`config.mk`:
```
export PLATFORM = sky130hd
export DESIGN_NAME = missHandler
export DESIGN_NICKNAME = d
export VERILOG_FILES = /design/src/design/memPkg.sv /design/src/design/missHandler.sv
export SDC_FILE = /design/constraint.sdc
export NUM_CORES = 1
export LEC_CHECK = 0
export CORE_AREA = 2 2 152 154
export DETAILED_ROUTE_END_ITERATION = 8
export DIE_AREA = 0 0 154 156
export DONT_BUFFER_PORTS = 1
export GPL_TIMING_DRIVEN = 1
export PLACE_DENSITY = 0.42
export SLEW_MARGIN = 15
export SYNTH_ARGS = -nofsm -noshare
export SYNTH_HDL_FRONTEND = slang
export SYNTH_SLANG_ARGS = --single-unit
```
`constraint.sdc`:
```
create_clock -name clk -period 7.67 [get_ports clk]
set_input_delay 0.767 -clock clk [delete_from_list [all_inputs] [get_ports clk]]
set_output_delay 0.767 -clock clk [all_outputs]
set_load 0.03 [all_outputs]
```
`src/design/memPkg.sv`:
```
package memPkg;

  // one data word and one byte address
  typedef logic [31:0] wordT;
  typedef logic [31:0] addrT;

  // words per cache block and per memory burst
  localparam int blockWords = 4;

  // word 0 sits in the most significant slot
  typedef wordT [0:blockWords-1] blockT;

  // processor request, sampled with start
  typedef struct packed {
    logic write;
    addrT addr;
    wordT wdata;
  } cpuReqT;

  // main memory request, held as a level until valid
  typedef struct packed {
    logic re;
    logic we;
    addrT addr;
    wordT wdata;
  } memReqT;

  // miss handler FSM
  typedef enum logic [1:0] {missIdle, missWait, missFinish} missStateT;

  // main memory FSM
  typedef enum logic [1:0] {memIdle, memRequested, memRetrieved} memStateT;

endpackage
```
`src/design/missHandler.sv`:
```
`timescale 1ns/1ns

module missHandler (
  input  logic           clk,
  input  logic           arstN,
  input  logic           missGo,
  input  memPkg::cpuReqT pendReq,
  output memPkg::memReqT memReq,
  input  logic           valid,
  input  memPkg::blockT  rd,
  output logic           refillGo,
  output logic           missDone,
  output memPkg::blockT  refillBlock
);

  memPkg::missStateT state;
  memPkg::missStateT nextState;
  memPkg::addrT      blockAddr;
  logic              memActive;

  always_ff @(posedge clk or negedge arstN)
  begin
    if (!arstN)
      state <= memPkg::missIdle;
    else
      state <= nextState;
  end

  // idle -> wait for memory -> finish pulse
  always_comb
  begin
    nextState = state;
    unique case (state)
      memPkg::missIdle:
        if (missGo)
          nextState = memPkg::missWait;
      memPkg::missWait:
        if (valid)
          nextState = memPkg::missFinish;
      memPkg::missFinish:
        nextState = memPkg::missIdle;
      default:
        nextState = memPkg::missIdle;
    endcase
  end

  // reads fetch the aligned block
  assign blockAddr = {pendReq.addr[31:4], 4'b0000};

  // request level stays up through the valid cycle
  assign memActive = (state == memPkg::missWait);

  always_comb
  begin
    memReq.re    = memActive && !pendReq.write;
    memReq.we    = memActive && pendReq.write;
    memReq.addr  = pendReq.write ? pendReq.addr : blockAddr;
    memReq.wdata = pendReq.wdata;
  end

  // block captured on valid, rd follows the held address
  always_ff @(posedge clk)
  begin
    if (memActive && valid)
      refillBlock <= rd;
  end

  // one completion pulse per access
  assign refillGo = (state == memPkg::missFinish) && !pendReq.write;
  assign missDone = (state == memPkg::missFinish) && pendReq.write;

endmodule

```
==> results.cfg <==
[run_status]
outcome = finished clean

[final_layout]
final_common_cell = edfxtp_1
mostFrequentLayoutCells = 128 x edfxtp_1, 17 x clkbuf_16, 6 x inv_6, 4 x and2_1, 4 x inv_8
layout-drive-gt1-share = 0.216
final_nets = 360
final_area_mm2 = 0.00496
area_delta_synth_final_pct = 11.4
num_antenna_cells = 0
final_cells = 461

[drt]
drt_pass1_iterations = 3
dr.first_iter.drc_count = 153
route.detailed.drc = 0
vias = 1622
wire_per_inst_um = 22.5
wl_mm = 10.4
viasPerCell = 3.52
ant_nets = 0

[power_and_ir_drop]
finalPower_mw = 1.91
p_int_mw = 1.35
power_density_mw_per_mm2 = 384
ir_drop_uv = 137
p_comb_frac = 0.031
clkPwrFrac = 0.424
p_seq_frac = 0.545
power.leakage_nw = 1.55
swShare = 0.291
switchingPower_uw = 556

[place]
gp_congestion = 0.644
port_buffers = 0
dp.cells = 429
dp_hpwl_mm = 7.64
place_area_mm2 = 0.00438
pre_cts_ws_ps = 4840

[worst_setup_path]
arrival_ps = 2650
cp_max_fo = 81
worstSetupEndpointType = register
r2r_cells = 2
crit_type = reg2reg
required_ps = 7690
r2r_setup_slack_ps = 5050
crit_path_start_kind = register

[timing]
setup_ws_ps = 5050
min_period_over_period = 0.342
drv_slew = 0
finalHoldViolCount = 0
tns_ps = 0
setup_viol = 0
max_freq_mhz = 381
min_period_ps = 2620
skew_ps = 9.75
rsz0062_at_grt = no
max_slew.worst_pin.slew_ps = 982
slew_headroom = 0.346

[global_routing]
grt_pass1_wl_mm = 13.2
grt_max_degree = 82
antenna_found_initial = 0
grt_overflow = 0
grt_pass1_vias = 1651
grt_usage = 0.0818

[clock_tree]
cts_tree = yes
cts_hold_buf = 0
cts_root_buf = clkbuf_16
postCtsSetupBuffers = 0
ctsHtreeMaxLevel = 4
cts_resized = 0
clockBufferDepth = 2
cts.sinks = 130
cts_made_buffers = 17
cts.clk_slew.worst_paths_ps = 60
clk_latency_ps = 410

[synth]
synthCells = 203
yosys_warnings = 0
synth_nets = 400
yosysTopAreaCell = edfxtp_1
synth_top_area_frac = 0.862
syn-cell-area_mm2 = 0.00446
synthTopCellsByArea = edfxtp_1 86%, buf_4 10%, dfrtp_1 1.1%, and3b_1 0.79%, and2_1 0.56%
syn_area_per_cell_um2 = 22.0
ys_types = 9
ys_ff_latch = 130
ys_seq_area_frac = 0.873

[min_path]
hold_class = in2async

[floorplanning]
die_h_um = 156
core_area_mm2 = 0.0224
io_pins = 393
initial_core_util = 0.199
core.rowCount = 55
fp.dieW_um = 154
die_area_mm2 = 0.0240

[flow_run]
maxCapViolCount = 0
[sequential cells by signal (all words and copies together) (netlist names)]
name         flops
refillBlock    128
state            2
[power groups by stage]
stage | sequential (mW) | clock [mW] | combinational, mW
finish | 1.04 | 0.809 | 0.0593
detailed placement | 1.06 | 0 | 0.0608
global placement | 1.06 | 0 | 0.0593
floorplan | 1.05 | 0 | 0.104
global route | 1.05 | 0.871 | 0.0654
CTS | 1.04 | 0.841 | 0.0613
[synth_stat cells (all sizes together)]
library cell / n
and2: 4
nor3b: 2
nand2b: 2
a21oi: 1
and3b: 4
dfrtp: 2
edfxtp: 128
buf: 60
[final timing paths]
path,from,endpoint
max in group asynchronous,arstN,state[1]
min,arstN,state[0]
max,state[1],refillBlock[82]
max reg2reg,state[1],refillBlock[82]
min in group clk,rd[11],refillBlock[11]
min reg2reg,state[1],state[0]
[through the flow]
stage | util | hold WS [ps]
finish | 0.222 | 46.9
global route | 0.222 | 10.8
CTS | 0.222 | 12.7
detailed placement | 0.196 | 472
global placement | 0.196 | 472
floorplan | - | 471
[per-layer routing]
| layer | global-route usage | part of all wire | wire length (um) | vias up |
|---|---|---|---|---|
| met2 | 0.133 | 0.51 | 5280 | 197 |
| met1 | 0.0713 | 0.31 | 3230 | 774 |
| li1 | - | - | - | 621 |
| met5 | 0 | 0 | 0 | - |
| met4 | 0.0628 | 0.047 | 487 | 0 |
| met3 | 0.0544 | 0.13 | 1380 | 30 |
[area by class of cell]
cell class / count / area [um2]
fillers: 2276 / 17400
clock inverters: 15 / 164
flip-flops and latches: 130 / 3890
repair buffers: 1 / 7.51
well taps: 285 / 357
multi-input cells: 13 / 118
clock buffers: 17 / 425
[worst max-delay path: stages (launching register included)]
cell	delay (ps)
dfrtp_1	460
and3b_4	840
buf_4	850
[cells by family after synthesis]
kind of cell           count (synthesis)  share of synthesized area
AO/OA/AOI/OAI                          1                    0.00196
flip-flops                           130                      0.873
buffers and inverters                 60                      0.101
AND/OR/NAND/NOR                       12                     0.0236
Note: power is estimated with default switching activity, not from simulation.
