$ cat src/design/memPkg.sv
package memPkg;

  // one data word and one byte address
  typedef logic [31:0] wordT;
  typedef logic [31:0] addrT;

  // words per cache block and per memory burst
  localparam int blockWords = 4;

  // word 0 sits in the most significant slot
  typedef wordT [0:blockWords-1] blockT;

  // processor request, sampled with start
  typedef struct packed {
    logic write;
    addrT addr;
    wordT wdata;
  } cpuReqT;

  // main memory request, held as a level until valid
  typedef struct packed {
    logic re;
    logic we;
    addrT addr;
    wordT wdata;
  } memReqT;

  // miss handler FSM
  typedef enum logic [1:0] {missIdle, missWait, missFinish} missStateT;

  // main memory FSM
  typedef enum logic [1:0] {memIdle, memRequested, memRetrieved} memStateT;

endpackage
$ cat src/design/cacheLookup.sv
`timescale 1ns/1ns

module cacheLookup #(
  parameter int lineBits = 3
) (
  input  logic           clk,
  input  logic           arstN,
  input  logic           start,
  input  memPkg::cpuReqT req,
  output logic           busy,
  output logic           done,
  output memPkg::wordT   rdata,
  output logic           missGo,
  output memPkg::cpuReqT pendReq,
  input  logic           refillGo,
  input  logic           missDone,
  input  memPkg::blockT  refillBlock
);

  // address split: tag | index | word | byte
  localparam int lines   = 2**lineBits;
  localparam int tagBits = 32 - 4 - lineBits;

  typedef logic [lineBits-1:0] indexT;
  typedef logic [tagBits-1:0]  tagT;
  typedef logic [1:0]          wordSelT;

  memPkg::cpuReqT reqQ;
  logic           lookupQ;
  logic           busyQ;
  indexT          index;
  tagT            tag;
  wordSelT        wordSel;
  logic           tagMatch;
  logic           readHit;
  memPkg::blockT  lineData;

  logic [lines-1:0] validQ;
  tagT              tagArr  [0:lines-1];
  memPkg::blockT    dataArr [0:lines-1];

  // request payload, taken on start
  always_ff @(posedge clk)
  begin
    if (start)
      reqQ <= req;
  end

  // lookup flag lives for one cycle after start
  always_ff @(posedge clk or negedge arstN)
  begin
    if (!arstN)
    begin
      lookupQ <= 1'b0;
      busyQ   <= 1'b0;
    end
    else
    begin
      lookupQ <= start;
      if (start)
        busyQ <= 1'b1;
      else if (done)
        busyQ <= 1'b0;
    end
  end

  assign index   = reqQ.addr[lineBits+3:4];
  assign tag     = reqQ.addr[31:lineBits+4];
  assign wordSel = reqQ.addr[3:2];

  assign lineData = dataArr[index];
  assign tagMatch = validQ[index] && (tagArr[index] == tag);

  // only reads can complete without main memory
  assign readHit = lookupQ && tagMatch && !reqQ.write;
  assign missGo  = lookupQ && !readHit;

  assign done    = readHit || refillGo || missDone;
  assign busy    = busyQ;
  assign pendReq = reqQ;

  // refilled block wins over the stale line
  assign rdata = refillGo ? refillBlock[wordSel] : lineData[wordSel];

  // valid bits, set by refills
  always_ff @(posedge clk or negedge arstN)
  begin
    if (!arstN)
      validQ <= '0;
    else if (refillGo)
      validQ[index] <= 1'b1;
  end

  // tag and data arrays
  always_ff @(posedge clk)
  begin
    if (refillGo)
    begin
      tagArr[index]  <= tag;
      dataArr[index] <= refillBlock;
    end
    // write-through, cached copy follows only on a hit
    else if (missDone && tagMatch)
      dataArr[index][wordSel] <= reqQ.wdata;
  end

endmodule

$ cat config.mk
export PLATFORM = sky130hd
export DESIGN_NAME = cacheLookup
export DESIGN_NICKNAME = d
export VERILOG_FILES = /design/src/design/memPkg.sv /design/src/design/cacheLookup.sv
export SDC_FILE = /design/constraint.sdc
export NUM_CORES = 1
export LEC_CHECK = 0
export BUFFER_PORTS_ARGS = -buffer_cell sky130_fd_sc_hd__buf_2
export CAP_MARGIN = 30
export CORE_MARGIN = 4
export CORE_UTILIZATION = 39
export CTS_CLUSTER_SIZE = 12
export DETAILED_ROUTE_END_ITERATION = 10
export GPL_ROUTABILITY_DRIVEN = 0
export HOLD_SLACK_MARGIN = 0.15
export PLACE_DENSITY_LB_ADDON = 0.3
export SYNTH_ARGS = -nofsm -noshare
export SYNTH_HDL_FRONTEND = slang
export SYNTH_SLANG_ARGS = --single-unit
$ cat constraint.sdc
create_clock -name clk -period 9.5 [get_ports clk]
set_input_delay 0.95 -clock clk [delete_from_list [all_inputs] [get_ports clk]]
set_output_delay 0.95 -clock clk [all_outputs]
set_load 0.03 [all_outputs]
==> results.py <==
metrics = {
    "status": {
        "status": "finished, final reports clean",
    },
    "synthesis": {
        "seq_area_frac_synth_pct": 74.1,
        "syn_inst": 2322,
        "synth_edf_count": 1289,
        "synthFlopType": "edfxtp_1",
        "async_reset_ff_share_pct": 0.768,
        "yosys_warnings": 0,
        "ys_ff_latch": 1302,
        "yosysUniqueCellTypes": 48,
        "netlist_area_mm2": 0.0527,
        "syn-num-nets": 2520,
        "avgSynthCellArea_um2": 22.7,
    },
    "cts": {
        "cts_resized": 0,
        "clk_pin_slew_ps": 60,
        "cts_made_buffers": 140,
        "cts_root_buf": "clkbuf_16",
        "insertion_delay_ps": 740,
        "clock-sinks": 1302,
        "cts_buffer_depth": 3,
        "cts_tree": "done",
        "htreeDepth": 4,
    },
    "final_layout": {
        "mostFrequentLayoutCells": "1,289 x edfxtp_1, 354 x mux4_2, 296 x buf_2",
        "finalNetCount": 2894,
        "final_common_cell": "edfxtp_1",
        "syn_to_final_growth_pct": 15.6,
        "nFillCells": 11100,
        "drive_gt1_share_pct": 38.6,
        "postLayoutCoreUtil_pct": 45.5,
    },
    "sta": {
        "finalCritPeriodShare_pct": 61.7,
        "finalMaxSlewViolations": 0,
        "min_period_ps": 5860,
        "max_freq_mhz": 171,
        "final.setup_skew_ps": 28.8,
        "relSlewSlack_pct": 18.1,
        "hold_viol": 0,
        "setup_viol": 0,
        "rsz0062_at_grt": "no",
        "worst_slew_pin_slew_ps": 1230,
        "setup_tns_ps": 0,
    },
    "detailed_routing": {
        "drc": 0,
        "vias": 25900,
        "viasPerCell": 5.67,
        "drt-total-wl_um": 139000,
        "ant_nets": 0,
        "routedWlPerCell_um": 30.4,
        "initialDrtViolationCount": 2768,
        "first_pass_iters": 7,
    },
    "grt": {
        "grt_pass1_vias": 27000,
        "grt_pass1_wl_um": 198000,
        "antenna_found_initial": 18,
        "grt_overflow": 0,
        "grt_max_degree": 165,
        "track_usage_pct": 19.6,
    },
    "placement": {
        "dp_hpwl_um": 82100,
        "port_buffers": 297,
    },
    "pwr": {
        "vdd_ir_drop_max_mv": 0.157,
        "leakagePower_nw": 19.9,
        "powerDensity_mw_per_mm2": 214,
    },
    "worst_setup_path": {
        "ff2ff_setup_slack_ps": 3710,
        "rr_endpoint": "dataArr[5][127]",
        "path_max_fanout": 123,
        "crit_arrival_ps": 4910,
        "endpoint_kind": "primary output",
        "cp-start-kind": "flop",
        "critPathKind": "reg -> out",
        "rr_worst_depth": 9,
        "required_ps": 8550,
    },
    "die": {
        "top_level_ports": 298,
        "die_area_mm2": 0.141,
        "core_mm2": 0.134,
        "die_h_um": 376,
        "die_w_um": 376,
        "rows": 134,
        "initial_core_util_pct": 39.4,
    },
    "worst_hold_path": {
        "whs_endpoint": "pendReq[26]",
        "min_path_cells": 1,
        "min_path_type": "in -> reg",
        "worstHoldStart": "req[26]",
    },
    "run": {
        "max-cap-violations": 0,
    },
}
==> layout make-up <==
cell class	instances	area, um2	share of cell area, %
inverter	5	21.3	0.0349
timing repair buffer	361	2060	3.38
multi-input combinational	886	13200	21.7
clock buffer	184	3750	6.17
antenna	11	27.5	0.0452
clock inverter	56	568	0.933
tap	1768	2210	3.63
sequential	1302	39000	64.1
==> per-stage QoR <==
step | area [um2] | setup slack (ps) | hold WS (ps) | cells | power, mW
final | 60900 | 3640 | 383 | 4573 | 13.0
after global routing | 60900 | 3230 | 335 | 4565 | 13.5
after CTS | 60800 | 3520 | 329 | 4560 | 13.2
after detailed placement | 56500 | 3630 | 450 | 4319 | 7.96
after global placement | 56400 | 3770 | 447 | 4318 | 7.93
after floorplan | 52700 | 5200 | 427 | 2322 | 7.49
==> what timing repair did <==
action,4_1_cts,5_1_grt
endpoints found under the setup margin,0,0
buffers inserted,0,0
hold endpoints to repair,10,0
hold buffers,1,0
==> state kept, by name, indices dropped and copies added (netlist names), named ones only <==
name,cells
validQ,8
lookupQ,1
dataArr,1024
tagArr,200
busy,1
pendReq,65
==> layer usage <==
layer  part of all wire, %  global-route usage, %  wire, um  vias up
met5                 0.091                      0       126        -
met4                   2.1                   4.83      2940       18
met3                   7.3                   4.27     10100      214
met2                    48                   31.7     67200     1077
met1                    42                   27.3     58500    14000
li1                      -                      -         -    10600
==> critical path: stages (launching register included) <==
cell and delay, ps:
dfxtp_4 460, buf_12 750, buf_4 750, mux4_2 620, mux4_2 480, mux2i_1 230
o21ai_0 330, buf_2 320
==> kinds of logic (layout without fill, tap and decap cells) <==
| kind of cell | Yosys count | after routing | share of synthesized area [%] |
|---|---|---|---|
| flops | 1302 | 1302 | 74.1 |
| simple gates | 139 | 139 | 1.40 |
| other cells | 0 | 11 | 0 |
| compound gates | 119 | 119 | 1.35 |
| mux | 612 | 612 | 21.3 |
| buf+inv | 134 | 606 | 1.60 |
| xor+xnor | 16 | 16 | 0.266 |
==> Yosys cell counts (5+ instances only) <==
| cell type | instances | area [um2] |
|---|---|---|
| dfrtp_1 | 10 | 250 |
| xnor2_1 | 6 | 52.6 |
| a22o_1 | 5 | 43.8 |
| edfxtp_1 | 1289 | 38700 |
| mux2_2 | 8 | 90.1 |
| buf_12 | 13 | 260 |
| o21ai_0 | 25 | 125 |
| mux2_4 | 120 | 1800 |
| or2_2 | 8 | 50.1 |
| mux2i_1 | 121 | 1210 |
| xor2_1 | 10 | 87.6 |
| buf_6 | 10 | 113 |
| buf_2 | 34 | 170 |
| clkbuf_1 | 54 | 203 |
| mux4_2 | 354 | 7970 |
| o22ai_1 | 30 | 188 |
| nand2_1 | 34 | 128 |
| buf_1 | 15 | 56.3 |
| nor2b_1 | 9 | 56.3 |
| a21oi_1 | 36 | 180 |
| nor2_1 | 37 | 139 |
| nor3_1 | 18 | 90.1 |
| and4_1 | 6 | 52.6 |
| mux2_1 | 5 | 56.3 |
| a22oi_1 | 12 | 90.1 |
==> power by group <==
part           total [mW]  switching (mW)  internal, mW  leakage [nW]
clock network        5.19            2.19          3.00          2.08
registers            6.60          0.0934          6.51          11.9
logic                1.23           0.723         0.503          5.98
total                13.0            3.01          10.0          19.9
==> worst max-delay path by stage <==
stage / start / endpoint / depth (start not counted)
after floorplan: flop / dataArr[0][0] / 9
after global placement: flop / dataArr[7][125] / 9
after detailed placement: flop / dataArr[5][125] / 9
after CTS: flop / rdata[31] / 7
after global routing: flop / rdata[31] / 7
final: flop / rdata[31] / 7
No activity file was read; power rests on OpenSTA's default activity.
